$ cat src/hdl/stat_pkg.sv
`default_nettype none

package stat_pkg;

  // observed forward link
  localparam int addr_width   = 16;
  localparam int data_width   = 32;
  localparam int x_cord_width = 4;
  localparam int y_cord_width = 4;

  // word address of the print-stat endpoint (byte address 0x0d0c >> 2)
  localparam logic [addr_width-1:0] print_stat_epa = 16'h0343;

  typedef enum logic [1:0] {
    e_stat           = 2'd0,
    e_kernel_start   = 2'd1,
    e_kernel_end     = 2'd2,
    e_tile_group_end = 2'd3
  } stat_kind_e;

  // layout of the payload word of a stat packet
  typedef struct packed {
    stat_kind_e  kind;
    logic [13:0] tg_id;
    logic [15:0] tag;
  } stat_tag_t;

  typedef struct packed {
    logic [31:0]             cycle;
    logic [y_cord_width-1:0] src_y;
    logic [x_cord_width-1:0] src_x;
    stat_tag_t               tag;
  } stat_rec_t;

  localparam int fifo_depth     = 8;
  localparam int fifo_ptr_width = 3;

  // reg_status holds the level in the low bits and the empty flag here
  localparam int status_empty_bit = 4;

  // wishbone word offsets
  localparam logic [2:0] reg_status   = 3'd0;
  localparam logic [2:0] reg_cycle    = 3'd1;
  localparam logic [2:0] reg_src      = 3'd2;
  localparam logic [2:0] reg_tag      = 3'd3;
  localparam logic [2:0] reg_drops    = 3'd4;
  localparam logic [2:0] reg_pop      = 3'd5;
  localparam logic [2:0] reg_kind_cnt = 3'd6;
  localparam logic [2:0] reg_now      = 3'd7;

endpackage

`default_nettype wire
$ cat src/hdl/stat_fwd_if.sv
`default_nettype none

interface stat_fwd_if;

  logic                              fwd_v;
  logic                              fwd_ready; // host side acceptance
  logic [stat_pkg::addr_width-1:0]   fwd_addr;
  logic [stat_pkg::data_width-1:0]   fwd_data;
  logic [stat_pkg::x_cord_width-1:0] fwd_src_x;
  logic [stat_pkg::y_cord_width-1:0] fwd_src_y;

  modport src (
    output fwd_v,
    output fwd_ready,
    output fwd_addr,
    output fwd_data,
    output fwd_src_x,
    output fwd_src_y
  );

  // the snoop side never drives anything back onto the link
  modport snoop (
    input fwd_v,
    input fwd_ready,
    input fwd_addr,
    input fwd_data,
    input fwd_src_x,
    input fwd_src_y
  );

endinterface

`default_nettype wire

$ cat src/hdl/stat_snoop_top.sv
`default_nettype none

module stat_snoop_top (
  input  logic                              clk_i,
  input  logic                              rst_i,
  // observed forward link
  input  logic                              fwd_v_i,
  input  logic                              fwd_ready_i,
  input  logic [stat_pkg::addr_width-1:0]   fwd_addr_i,
  input  logic [stat_pkg::data_width-1:0]   fwd_data_i,
  input  logic [stat_pkg::x_cord_width-1:0] fwd_src_x_i,
  input  logic [stat_pkg::y_cord_width-1:0] fwd_src_y_i,
  // wishbone classic slave
  input  logic                              wb_cyc_i,
  input  logic                              wb_stb_i,
  input  logic                              wb_we_i,
  input  logic [2:0]                        wb_adr_i,
  input  logic [31:0]                       wb_dat_i,
  output logic [31:0]                       wb_dat_o,
  output logic                              wb_ack_o,
  // stat event strobe
  output logic                              stat_v_o,
  output logic [stat_pkg::data_width-1:0]   stat_tag_o
);

  stat_fwd_if fwd ();

  logic                              snoop_push;
  stat_pkg::stat_rec_t               snoop_rec;
  logic                              snoop_event;
  stat_pkg::stat_kind_e              snoop_kind;
  logic [31:0]                       cycle;
  logic [31:0]                       kind_cnt;
  logic [1:0]                        kind_sel;
  stat_pkg::stat_rec_t               head;
  logic [stat_pkg::fifo_ptr_width:0] level;
  logic                              empty;
  logic [15:0]                       drops;
  logic                              pop;
  logic                              clr_drops;

  assign fwd.fwd_v     = fwd_v_i;
  assign fwd.fwd_ready = fwd_ready_i;
  assign fwd.fwd_addr  = fwd_addr_i;
  assign fwd.fwd_data  = fwd_data_i;
  assign fwd.fwd_src_x = fwd_src_x_i;
  assign fwd.fwd_src_y = fwd_src_y_i;

  stat_snoop i_snoop (
    .fwd     (fwd.snoop),
    .cycle_i (cycle),
    .push_o  (snoop_push),
    .rec_o   (snoop_rec),
    .event_o (snoop_event),
    .kind_o  (snoop_kind),
    .tag_o   (stat_tag_o)
  );

  assign stat_v_o = snoop_event;

  stat_cycle_counters i_counters (
    .clk_i, .rst_i,
    .event_i    (snoop_event),
    .kind_i     (snoop_kind),
    .kind_sel_i (kind_sel),
    .cycle_o    (cycle),
    .kind_cnt_o (kind_cnt)
  );

  stat_rec_fifo i_fifo (
    .clk_i, .rst_i,
    .push_i      (snoop_push),
    .rec_i       (snoop_rec),
    .pop_i       (pop),
    .clr_drops_i (clr_drops),
    .head_o      (head),
    .level_o     (level),
    .empty_o     (empty),
    .drops_o     (drops)
  );

  stat_wb_regs i_regs (
    .clk_i, .rst_i,
    .wb_cyc_i, .wb_stb_i, .wb_we_i, .wb_adr_i, .wb_dat_i, .wb_dat_o, .wb_ack_o,
    .head_i      (head),
    .level_i     (level),
    .empty_i     (empty),
    .drops_i     (drops),
    .cycle_i     (cycle),
    .kind_cnt_i  (kind_cnt),
    .pop_o       (pop),
    .clr_drops_o (clr_drops),
    .kind_sel_o  (kind_sel)
  );

endmodule

`default_nettype wire

$ cat src/hdl/stat_wb_regs.sv
`default_nettype none

module stat_wb_regs (
  input  logic                              clk_i,
  input  logic                              rst_i,
  input  logic                              wb_cyc_i,
  input  logic                              wb_stb_i,
  input  logic                              wb_we_i,
  input  logic [2:0]                        wb_adr_i,
  input  logic [31:0]                       wb_dat_i,
  output logic [31:0]                       wb_dat_o,
  output logic                              wb_ack_o,
  input  stat_pkg::stat_rec_t               head_i,
  input  logic [stat_pkg::fifo_ptr_width:0] level_i,
  input  logic                              empty_i,
  input  logic [15:0]                       drops_i,
  input  logic [31:0]                       cycle_i,
  input  logic [31:0]                       kind_cnt_i,
  output logic                              pop_o,
  output logic                              clr_drops_o,
  output logic [1:0]                        kind_sel_o
);

  typedef enum logic {
    st_idle,
    st_ack
  } state_e;

  state_e      state_q;
  logic        req;
  logic        wr_ack;
  logic [31:0] rd_mux;
  logic [31:0] rd_data_q;
  logic [1:0]  kind_sel_q;

  assign req = wb_cyc_i & wb_stb_i;

  // one ack per request, then back to idle until stb shows up again
  always_ff @(posedge clk_i) begin
    if (rst_i) begin
      state_q <= st_idle;
    end else begin
      case (state_q)
        st_idle: if (req) state_q <= st_ack;
        st_ack:  state_q <= st_idle;
        default: state_q <= st_idle;
      endcase
    end
  end

  assign wb_ack_o = (state_q == st_ack);

  // the master holds address and data until ack, so the ack cycle sees them
  assign wr_ack = wb_ack_o & req & wb_we_i;

  assign pop_o       = wr_ack & (wb_adr_i == stat_pkg::reg_pop);
  assign clr_drops_o = wr_ack & (wb_adr_i == stat_pkg::reg_drops);

  always_ff @(posedge clk_i) begin
    if (rst_i) begin
      kind_sel_q <= '0;
    end else if (wr_ack && wb_adr_i == stat_pkg::reg_kind_cnt) begin
      kind_sel_q <= wb_dat_i[1:0];
    end
  end

  assign kind_sel_o = kind_sel_q;

  always_comb begin
    rd_mux = '0;
    case (wb_adr_i)
      stat_pkg::reg_status: begin
        rd_mux[stat_pkg::fifo_ptr_width:0]  = level_i;
        rd_mux[stat_pkg::status_empty_bit] = empty_i;
      end
      stat_pkg::reg_cycle:    rd_mux = head_i.cycle;
      stat_pkg::reg_src:      rd_mux = {24'b0, head_i.src_y, head_i.src_x};
      stat_pkg::reg_tag:      rd_mux = head_i.tag;
      stat_pkg::reg_drops:    rd_mux = {16'b0, drops_i};
      stat_pkg::reg_kind_cnt: rd_mux = kind_cnt_i;
      // value the counter holds while ack is up
      stat_pkg::reg_now:      rd_mux = cycle_i + 32'd1;
      default:                rd_mux = '0; // pop is write only
    endcase
  end

  // read data is sampled when the request is first seen
  always_ff @(posedge clk_i) begin
    if (state_q == st_idle && req) begin
      rd_data_q <= rd_mux;
    end
  end

  assign wb_dat_o = rd_data_q;

endmodule

`default_nettype wire

$ cat src/hdl/stat_rec_fifo.sv
`default_nettype none

module stat_rec_fifo (
  input  logic                                clk_i,
  input  logic                                rst_i,
  input  logic                                push_i,
  input  stat_pkg::stat_rec_t                 rec_i,
  input  logic                                pop_i,
  input  logic                                clr_drops_i,
  output stat_pkg::stat_rec_t                 head_o,
  output logic [stat_pkg::fifo_ptr_width:0]   level_o,
  output logic                                empty_o,
  output logic [15:0]                         drops_o
);

  stat_pkg::stat_rec_t mem_q [stat_pkg::fifo_depth];

  logic [stat_pkg::fifo_ptr_width-1:0] wr_ptr_q;
  logic [stat_pkg::fifo_ptr_width-1:0] rd_ptr_q;
  logic [stat_pkg::fifo_ptr_width:0]   count_q;
  logic [15:0]                         drops_q;
  logic                                full;
  logic                                do_push;
  logic                                do_pop;

  assign full    = (count_q == stat_pkg::fifo_depth);
  assign empty_o = (count_q == '0);
  assign do_push = push_i & ~full;
  assign do_pop  = pop_i & ~empty_o; // popping an empty fifo is ignored

  always_ff @(posedge clk_i) begin
    if (do_push) begin
      mem_q[wr_ptr_q] <= rec_i;
    end
  end

  always_ff @(posedge clk_i) begin
    if (rst_i) begin
      wr_ptr_q <= '0;
      rd_ptr_q <= '0;
      count_q  <= '0;
    end else begin
      if (do_push) wr_ptr_q <= wr_ptr_q + 1'b1; // pointers wrap at the depth
      if (do_pop) rd_ptr_q <= rd_ptr_q + 1'b1;
      count_q <= count_q + {3'b0, do_push} - {3'b0, do_pop};
    end
  end

  // overflow count sticks at its maximum until the host clears it
  always_ff @(posedge clk_i) begin
    if (rst_i || clr_drops_i) begin
      drops_q <= '0;
    end else if (push_i && full && drops_q != 16'hffff) begin
      drops_q <= drops_q + 16'd1;
    end
  end

  assign head_o  = mem_q[rd_ptr_q];
  assign level_o = count_q;
  assign drops_o = drops_q;

endmodule

`default_nettype wire

$ cat src/hdl/stat_snoop.sv
`default_nettype none

module stat_snoop (
  stat_fwd_if.snoop                       fwd,
  input  logic [31:0]                     cycle_i,
  output logic                            push_o,
  output stat_pkg::stat_rec_t             rec_o,
  output logic                            event_o,
  output stat_pkg::stat_kind_e            kind_o,
  output logic [stat_pkg::data_width-1:0] tag_o
);

  logic                xfer;
  logic                hit;
  stat_pkg::stat_tag_t payload_tag;

  // a packet only moves when the host accepts it
  assign xfer = fwd.fwd_v & fwd.fwd_ready;
  assign hit  = xfer & (fwd.fwd_addr == stat_pkg::print_stat_epa);

  assign payload_tag = stat_pkg::stat_tag_t'(fwd.fwd_data);

  always_comb begin
    rec_o.cycle = cycle_i; // time of the transfer edge
    rec_o.src_y = fwd.fwd_src_y;
    rec_o.src_x = fwd.fwd_src_x;
    rec_o.tag   = payload_tag;
  end

  // fifo and counters see the same decision
  assign push_o  = hit;
  assign event_o = hit;
  assign kind_o  = payload_tag.kind;

  // the tag is only meaningful alongside an event
  assign tag_o = hit ? fwd.fwd_data : '0;

endmodule

`default_nettype wire

$ cat src/hdl/stat_cycle_counters.sv
`default_nettype none

module stat_cycle_counters (
  input  logic                  clk_i,
  input  logic                  rst_i,
  input  logic                  event_i,
  input  stat_pkg::stat_kind_e  kind_i,
  input  logic [1:0]            kind_sel_i,
  output logic [31:0]           cycle_o,
  output logic [31:0]           kind_cnt_o
);

  logic [31:0] cycle_q;
  logic [31:0] kind_cnt_q [4];

  // global time base, zero in the first cycle out of reset
  always_ff @(posedge clk_i) begin
    if (rst_i) begin
      cycle_q <= '0;
    end else begin
      cycle_q <= cycle_q + 32'd1;
    end
  end

  always_ff @(posedge clk_i) begin
    if (rst_i) begin
      for (int i = 0; i < 4; i++) begin
        kind_cnt_q[i] <= '0;
      end
    end else if (event_i) begin
      // counts every stat event, whether or not the fifo kept the record
      kind_cnt_q[kind_i] <= kind_cnt_q[kind_i] + 32'd1;
    end
  end

  assign cycle_o    = cycle_q;
  assign kind_cnt_o = kind_cnt_q[kind_sel_i]; // host picks one counter at a time

endmodule

`default_nettype wire

$ cat config.mk
export PLATFORM = sky130hd
export DESIGN_NAME = stat_snoop_top
export DESIGN_NICKNAME = d
export VERILOG_FILES = /design/src/hdl/stat_pkg.sv /design/src/hdl/stat_fwd_if.sv /design/src/hdl/stat_snoop_top.sv /design/src/hdl/stat_wb_regs.sv /design/src/hdl/stat_rec_fifo.sv /design/src/hdl/stat_snoop.sv /design/src/hdl/stat_cycle_counters.sv
export SDC_FILE = /design/constraint.sdc
export NUM_CORES = 1
export LEC_CHECK = 0
export ABC_AREA = 1
export BUFFER_PORTS_ARGS = -buffer_cell sky130_fd_sc_hd__buf_2
export CAP_MARGIN = 20
export CORE_ASPECT_RATIO = 1.4
export CORE_UTILIZATION = 34
export CTS_CLUSTER_SIZE = 28
export DETAILED_ROUTE_END_ITERATION = 7
export HOLD_SLACK_MARGIN = 0.02
export SYNTH_ARGS = -nofsm -noshare
export SYNTH_HDL_FRONTEND = slang
export SYNTH_SLANG_ARGS = --single-unit
$ cat constraint.sdc
create_clock -name clk_i -period 9.56 [get_ports clk_i]
set_input_delay 0.478 -clock clk_i [delete_from_list [all_inputs] [get_ports clk_i]]
set_output_delay 0.478 -clock clk_i [all_outputs]
set_load 0.005 [all_outputs]
### Word-level counts from Yosys, hierarchy flattened

Memories as Yosys holds them, arrays and structs flattened. A register that Yosys moved wholly into a read port is not among the register bits.
Index checks and enable logic that the tools add are counted.

* output and inout port bits: 66
* memories kept: 2
* bits of input ports: 98
* RAM bits: 704
* flip-flop bits (word level): 93
* logic and storage cells: 66

Memory list
* i_fifo.mem_q: words 8, width 72, rd ports 1, clocked after memory_dff 1, wr ports 1, line stat_rec_fifo.sv:16 `stat_pkg::stat_rec_t mem_q [stat_pkg::fifo_depth];`
* i_counters.kind_cnt_q: words 4, width 32, rd ports 2, clocked after memory_dff 1, wr ports 4, line stat_cycle_counters.sv:14 `logic [31:0] kind_cnt_q [4];`

* equal/unequal tests: 10
* bitwise operators: 12
* $add $sub $neg: 7
* reduce and logical (&&, ||, !) cells: 8
* mux-type cells: 19

Operator list (count)
* $pmux 27 s6: 1
* $add 32x1->32 const B: 2
* $mux 32: 2
* $pmux 5 s7: 1
* $reduce_or 32->1: 1
* $add 16x1->16 const B: 1
* $eq 16x10->1 const B: 1
* $ne 16x16->1 const B: 1
* $eq 3x3->1 const B: 4
* $and 1x1->1: 9
* $mux 1: 9
* $add 3x1->3 const B: 2
* $eq 3x2->1 const B: 2
* $mux 2: 3
* $mux 3: 2
* $add 4x1->4: 1
* $eq 4x4->1 const B: 1
* $logic_and 1x1->1: 4
* $logic_not 4->1: 1
* $sub 4x1->4: 1
* $eq 3x1->1 const B: 1
* $logic_not 3->1: 1
* $not 1->1: 3
* $pmux 1 s2: 1
* $logic_or 1x1->1: 1

### Depth between registers and ports, before layout

Gate-level depths: netlist (run 1).

* word-level depth: 7
* gate-level depth with buffers: 16
* gate-level depth less buffers: 14

### Hierarchy

Synthesis (run 1) repeated with hierarchy kept, for this count alone.

* cells, all modules: 3632
* area, all modules: 37378.3 um^2

Modules (own cells, without submodules)
* stat_rec_fifo: cells each 1712, seq. area each 17877.1 um^2, instances 1, area an instance 23944.2 um^2
* stat_cycle_counters: cells each 1267, seq. area each 4484.3 um^2, instances 1, area an instance 9395.3 um^2
* stat_wb_regs: cells each 493, seq. area each 1021.0 um^2, instances 1, area an instance 3012.9 um^2
* stat_snoop: cells each 160, seq. area each 0.0 um^2, instances 1, area an instance 1026.0 um^2

### Worst setup path before layout (run 1)

Ideal clock, no wire load.

* kind: input to register
* start point: in fwd_addr_i[15] (netlist bit)
* end point: mem i_fifo.mem_q[2][0] (netlist bit) (enable)
* buffers on the path: 0
* library setup time: 0.591 ns
* arrival time: 6.342 ns
* setup slack: 2.628 ns
* stages on the path: 8
* required time: 8.969 ns
* cell sequence: nor2_1 > nand2_1 > nor3_2 > nand2_2 > nor2_2 > inv_1 > or2_1 > nor3_1

* word-level cells in the longest chain between the ends: 5

RTL lines
* start: declaration: line stat_snoop_top.sv:9 `input logic [stat_pkg::addr_width-1:0] fwd_addr_i,`
* $eq 16x10->1: line stat_snoop.sv:19 `assign hit = xfer & (fwd.fwd_addr == stat_pkg::print_stat_epa);`
* $and 1x1->1: line stat_snoop.sv:19
* $and 1x1->1: line stat_rec_fifo.sv:28 `assign do_push = push_i & ~full;`
* net i_fifo.do_push: line stat_rec_fifo.sv:23 `logic do_push;`
* $mux 1: line stat_rec_fifo.sv:32 `if (do_push) begin`
* $mux 1 (implied by the code): line stat_rec_fifo.sv:33 `mem_q[wr_ptr_q] <= rec_i;`
* end: declaration: line stat_rec_fifo.sv:16

The timed path passes the listed nets, and every way through them passes these cells.

### Worst setup path in the final report (run 1)

* start point: reg i_fifo.count_q (netlist bit i_fifo.level_o[2])
* end point: mem i_fifo.mem_q[0][34] (netlist bit) (enable)

* word-level cells in the longest chain between the ends: 5

RTL lines
* start: declaration: line stat_rec_fifo.sv:20 `logic [stat_pkg::fifo_ptr_width:0] count_q;`
* start signal: assignment: line stat_rec_fifo.sv:45 `count_q <= count_q + {3'b0, do_push} - {3'b0, do_pop};`
* $eq 4x4->1: line stat_rec_fifo.sv:26 `assign full = (count_q == stat_pkg::fifo_depth);`
* $not 1->1: line stat_rec_fifo.sv:28
* $and 1x1->1: line stat_rec_fifo.sv:28
* net i_fifo.do_push: line stat_rec_fifo.sv:23
* $mux 1: line stat_rec_fifo.sv:32
* $mux 1 (implied by the code): line stat_rec_fifo.sv:33

The timed path passes the listed nets, and every way through them passes these cells.

==> results.json, run 1 <==
{
  "hold_viol_final": 0,
  "rows": 139,
  "grt_pass1_vias": 24300,
  "syn_nets": 3451,
  "synth_area_um2": 35400,
  "ctsResizeCount": 0,
  "synth-async-reset-ratio_pct": 0,
  "status": "finished, violations left",
  "crit_path_max_fanout": 57,
  "synth-seq-area-share_pct": 66.2,
  "fmax_ghz": 0.279,
  "synth_warnings": 0,
  "fillCellCount": 9816,
  "wl_met1_um": 39100,
  "arrival_ns": 3.84,
  "area_delta_synth_final_pct": 12.8,
  "cts.sinks": 802,
  "numCtsBuffers": 77,
  "dp_slack_ns": 5.28,
  "routed_wl_um": 99100,
  "cts-root-buf": "clkbuf_16",
  "dieArea_um2": 105000,
  "worst_hold_path_type": "in2reg",
  "yosysUniqueCellTypes": 48,
  "path_clk_slew_ns": 0.06,
  "core_area_um2": 103000,
  "tns_ns": 0,
  "drive_above_1_share_pct": 10.9,
  "clk_latency_ns": 0.66,
  "die_y_um": 384,
  "vias": 25300,
  "setup_viol_count_final": 0,
  "netlist_top_cells_count": "edfxtp_1, nor2_1, nand2_1",
  "dp_hpwl_um": 59100,
  "synth_area_leader_cell": "edfxtp_1",
  "overflow": 0,
  "startpoint_type": "register",
  "grt_start_max_net_pins": 113,
  "synth_flop_cell": "edfxtp_1",
  "slew_headroom_pct": 25.6,
  "route.detailed.drc": 20,
  "worst_pin_slew_ns": 1.12,
  "setup.worst_path.end_class": "register",
  "die_width_um": 275,
  "via_per_inst": 5.25,
  "post-cts-setup-buffers": 0,
  "h-tree-depth": 3,
  "synth.most_common_cell": "edfxtp_1",
  "drv_cap": 0,
  "ir_drop_uv": 106,
  "period_share_pct": 37.5,
  "finClkSkew_ns": 0.0304,
  "wl_per_cell_um": 20.6,
  "wl_met3_um": 5740,
  "fin_ws_ns": 5.98,
  "cts_tree": "done",
  "io_buffers": 133,
  "required_ns": 9.82,
  "drt_pass1_iterations": 8,
  "antenna_found_initial": 3,
  "p_per_area_nw_per_um2": 180,
  "timing.final.max_slew_violations": 0,
  "path_class": "reg2reg",
  "nets": 3525,
  "synth_top_cell_area_share_pct": 62.5,
  "synthCells": 3341,
  "clk_path_buf_depth": 3,
  "place.gp.congestion": 0.895,
  "min_period_ns": 3.58,
  "synth_edf_count": 736,
  "ios": 164,
  "leakage_uw": 0.0141,
  "violations": "design-rule violations",
  "highest_layer": "met5",
  "floorplan.initialDensity_pct": 34.4,
  "route.met2.wl_um": 50600,
  "syn_avg_cell_area_um2": 10.6,
  "rsz0062_at_grt": "no",
  "yosys-top-cells-area": "edfxtp_1, nor2_1, o21ai_0, nand2_1, dfxtp_1",
  "grt_pass1_wl_um": 148000,
  "holdBufCountCts": 0,
  "grtUsageTotal_pct": 18.7,
  "ant_nets": 0,
  "ys_ff_latch": 802,
  "drt_iter0_markers": 1901
}
[final timing paths]
kind                                                       from  slack [ns]                         endpoint  cells after the start
worst max-delay path               i_fifo.level_o[2]$_SDFF_PP0_        5.98    i_fifo.mem_q[0][34]$_DFFE_PP_                     10
worst min-delay path                             fwd_src_y_i[3]        0.10    i_fifo.mem_q[2][39]$_DFFE_PP_                      1
worst max register to register     i_fifo.level_o[2]$_SDFF_PP0_        5.98    i_fifo.mem_q[0][34]$_DFFE_PP_                     10
worst min register to register  i_fifo.drops_o[12]$_SDFFE_PP0P_        0.48  i_fifo.drops_o[12]$_SDFFE_PP0P_                      2
[metal layers]
metal	GRT usage (%)	up-vias
met5	0	-
met4	7.53	4
met3	2.48	175
met2	33.2	838
met1	22.5	12400
li1	-	11900
[metrics by stage]
step / instance area, µm² / power [µW] / util [%] / cells / hold WS, ns
after global placement: 37300 / 4150 / 36.3 / 4674 / 0.470
after global routing: 39900 / 7410 / 38.8 / 4818 / 0.0913
after CTS: 39900 / 7250 / 38.8 / 4817 / 0.0579
final: 39900 / 7200 / 38.8 / 4819 / 0.103
after detailed placement: 37300 / 4160 / 36.3 / 4674 / 0.477
after floorplan: 35400 / 4050 / - / 3341 / 0.452
[cell families (layout without fill, tap and decap cells)]
family / after synthesis / after routing / synth area share, %
adder cells (fa/ha/maj): 12 / 12 / 0.446
AND/OR/NAND/NOR: 1446 / 1446 / 16.8
XOR/XNOR: 47 / 47 / 1.27
other: 0 / 1 / 0
flip-flops: 802 / 802 / 66.2
buffers and inverters: 369 / 507 / 4.36
AO/OA/AOI/OAI: 665 / 665 / 10.9
[state kept, by name (all words and copies together) (netlist names), named ones only]
signal	flops
i_fifo.mem_q	576
i_counters.kind_cnt_q	128
i_counters.cycle_o	32
i_regs.wb_dat_o	32
i_fifo.drops_o	16
i_fifo.level_o	4
i_fifo.rd_ptr_q	3
i_fifo.wr_ptr_q	3
i_regs.kind_sel_o	2
i_regs.wb_ack_o	1
[cell usage in the layout, fill, tap and decap left out, drive strengths merged, types with 3 or more instances in the layout]
master and count:
o2111ai 5, ha 11, nor2 676, nand3b 4, clkinv 32, inv 181, dfxtp 66, o22ai 80
nand2 532, clkbuf 97, a21oi 50, nand3 170, o21bai 3, edfxtp 736, a211oi 4, clkinvlp 3
nand4 20, a31oi 9, buf 187, nor4 4, nor3 32, xnor2 3, o211ai 49, and2 3
o221ai 65, bufinv 7, xor2 44, o21a 3, or2 3, o21ai 394
[critical path: stages (launching register included)]
cell and delay, ns:
dfxtp_1 0.31, inv_1 0.07, ha_1 0.20, nand3_1 0.24
inv_1 0.12, nor2_2 0.39, inv_1 0.13, or2_1 0.31
nor3_2 0.12, buf_4 0.32, buf_4 0.88
[area by class of cell]
cell class                 instances  area (µm²)  area share [%]
clock buffer                      97        2130            5.33
timing repair buffer             187        1080            2.71
sequential                       802       23400            58.7
tap                             1339        1680            4.20
inverter                         177         682            1.71
multi-input combinational       2170       10500            26.2
clock inverter                    46         440            1.10
antenna                            1        2.50         0.00627
[where the power goes]
part	total, µW	switching [µW]	internal [µW]	leakage, µW
Combinational	232	174	58.5	0.00542
Sequential	3850	14.6	3830	0.00741
Clock	3120	1340	1780	0.00126
Power figures use the tool's default switching activity.
==> run 2: changes to the inputs <==
==> constraint.sdc (replaced) <==
create_clock -name clk_i -period 3.35 [get_ports clk_i]
set_input_delay 0.1675 -clock clk_i [delete_from_list [all_inputs] [get_ports clk_i]]
set_output_delay 0.1675 -clock clk_i [all_outputs]
set_load 0.005 [all_outputs]
==> run 2 against run 1 <==
- the flow still finishes with violations (design-rule violations)
- global-route usage is 0.46 points higher
- flip-flop and latch count stayed put
- die area stayed put
- clock skew is 0.0088 ns lower
- combinational power grew to 3.1 times the previous value
- final area is 2.2% higher
- wire length is 2.0% higher
- worst setup slack worse by 5.3 ns
- register-to-register slack worse by 5.3 ns
- first-iteration DRC count is 9.3% higher
==> results.json, run 2 (synthesized netlist as in run 1, its figures left out) <==
{
  "worst_pin_slew_ns": 1.00,
  "core_area_um2": 103000,
  "finClkSkew_ns": 0.0216,
  "antenna_found_initial": 4,
  "drt_pass1_iterations": 7,
  "cts.sinks": 802,
  "io_buffers": 133,
  "grtUsageTotal_pct": 19.1,
  "critPathMaxStageDelay_ns": 0.60,
  "path_common_cell": "o21ai_0",
  "crit_chain": "inv_8, o21ai_0, o22ai_1, o211ai_1, o21ai_0, nor2_1, nand3_1",
  "drt_iter0_markers": 2077,
  "p_int_uw": 16100,
  "r2r_slack_ns": 0.64,
  "status": "finished, violations left",
  "setup_viol_count_final": 0,
  "dp_slack_ns": 0.550,
  "clockPowerShare_pct": 42.8,
  "hold_viol_final": 0,
  "leakage_uw": 0.0145,
  "period_share_pct": 80.9,
  "arrival_ns": 3.07,
  "crit_path_max_fanout": 68,
  "r2r_end": "i_regs.wb_dat_o[5]$_DFFE_PP_",
  "placed_area_um2": 37900,
  "cp-endpoint": "i_regs.wb_dat_o[5]$_DFFE_PP_",
  "via_per_inst": 5.20,
  "cts-root-buf": "clkbuf_16",
  "fin_ws_ns": 0.641,
  "min_period_ns": 2.71,
  "multi_input_area_um2": 10500,
  "p_per_area_nw_per_um2": 502,
  "die_y_um": 384,
  "power_frac_seq_pct": 53.6,
  "routed_wl_um": 101000,
  "grt_pass1_wl_um": 151000,
  "die_width_um": 275,
  "rows": 139,
  "slew_headroom_pct": 32.8,
  "final_cell_mix": "edfxtp_1, nor2_1, nand2_1, o21ai_0, nand3_1",
  "dp.cells": 4706,
  "clk_path_buf_depth": 3,
  "required_ns": 3.71,
  "top_register": "i_fifo.mem_q",
  "swShare_pct": 21.3,
  "wl_per_cell_um": 20.7,
  "ios": 164,
  "ctsResizeCount": 0,
  "path_class": "reg2reg",
  "ir_drop_uv": 300,
  "fillCellCount": 9724,
  "largest_register_ffs": 576,
  "numCtsBuffers": 75,
  "dieArea_um2": 105000,
  "place.gp.congestion": 0.923,
  "regArea_um2": 23400,
  "rr_worst_depth": 7,
  "h-tree-depth": 3,
  "violations": "design-rule violations",
  "dp_hpwl_um": 62700,
  "worst_hold_path_type": "in2reg",
  "fin_cells": 4888,
  "cp_slowest_cell": "dfxtp_4",
  "startpoint_type": "register",
  "grt_start_max_net_pins": 134,
  "ant_nets": 0,
  "p_switching_uw": 4360,
  "comb_power_share_pct": 3.5,
  "vias": 25400,
  "path_clk_slew_ns": 0.06,
  "fmax_ghz": 0.369,
  "cts_tree": "done",
  "overflow": 0,
  "clk_latency_ns": 0.66,
  "layout_commonest_cell": "edfxtp_1",
  "route.detailed.drc": 9,
  "reg_top3": "i_fifo.mem_q (576), i_counters.kind_cnt_q (128)",
  "area_delta_synth_final_pct": 15.4,
  "final_area_um2": 40800,
  "nets": 3597,
  "drive_above_1_share_pct": 11.6,
  "drv_cap": 0,
  "floorplan.initialDensity_pct": 34.4,
  "tns_ns": 0,
  "timing.final.max_slew_violations": 0,
  "setup.worst_path.end_class": "register",
  "rsz0062_at_grt": "no",
  "grt_pass1_vias": 24700
}
## run 2: cell types whose count changed in the layout (fill, tap and decap cells not counted), sizes merged
cell	change
inv	+5
clkbuf	-1
dlygate4sd3	+43
buf	+31
clkinv	-10
clkinvlp	+1
## run 2: power by group through the flow
stage	registers [µW]	clock network (µW)	logic, µW
after floorplan	11200	0	372
after global placement	11200	0	681
after detailed placement	11200	0	686
after CTS	11000	8920	729
after global routing	11000	9270	796
final	11000	8770	726
## run 2: worst min-delay path by stage
stage | end | cells after the start | startpoint | slack, ns
after CTS | i_counters.kind_cnt_q[3][4]$_DFFE_PP_ | 4 | rst_i | 0.06
after global routing | i_counters.kind_cnt_q[3][4]$_DFFE_PP_ | 4 | rst_i | 0.13
after detailed placement | i_fifo.mem_q[4][38]$_DFFE_PP_ | 1 | fwd_src_y_i[2] | 0.44
after global placement | i_fifo.mem_q[6][38]$_DFFE_PP_ | 1 | fwd_src_y_i[2] | 0.44
final | i_counters.kind_cnt_q[3][4]$_DFFE_PP_ | 4 | rst_i | 0.11
after floorplan | i_fifo.mem_q[0][0]$_DFFE_PP_ | 0 | fwd_data_i[0] | 0.27
## run 2: routing by layer
layer | routed length, µm | track usage, % | share of wire [%]
met1 | 39800 | 22.6 | 39
met2 | 52200 | 34.4 | 52
met3 | 5390 | 2.84 | 5.3
met4 | 3600 | 7.74 | 3.6
met5 | 35 | 0 | 0.035
## run 2: repair_timing
item,CTS,global route
setup buffers,0,0
hold buffers,43,0
endpoints found under the hold margin,310,0
## run 2: per-stage QoR
| step | hold slack [ns] | power [µW] | utilization (%) |
|---|---|---|---|
| 2_1_floorplan | 0.266 | 11600 | - |
| 3_3_place_gp | 0.441 | 11900 | 36.8 |
| 3_5_place_dp | 0.443 | 11900 | 36.8 |
| 4_1_cts | 0.0641 | 20600 | 39.7 |
| 5_1_grt | 0.125 | 21000 | 39.7 |
| 6_report | 0.107 | 20500 | 39.7 |
## run 2: worst max-delay path, delay by kind of cell, from the launching register on
family	cells	cell delay (ns)
AO/OA/AOI/OAI	4	1.00
buffers and inverters	1	0.23
AND/OR/NAND/NOR	2	0.53
flip-flops	1	0.60
## run 2: area by class of cell
cell class,instances,share of cell area [%]
diodes,1,0.00613
clock buffers,96,5.08
clock inverters,42,1.05
inverters,177,1.67
multi-input cells,2170,25.8
flip-flops and latches,802,57.4
well taps,1339,4.11
repair buffers,261,4.83
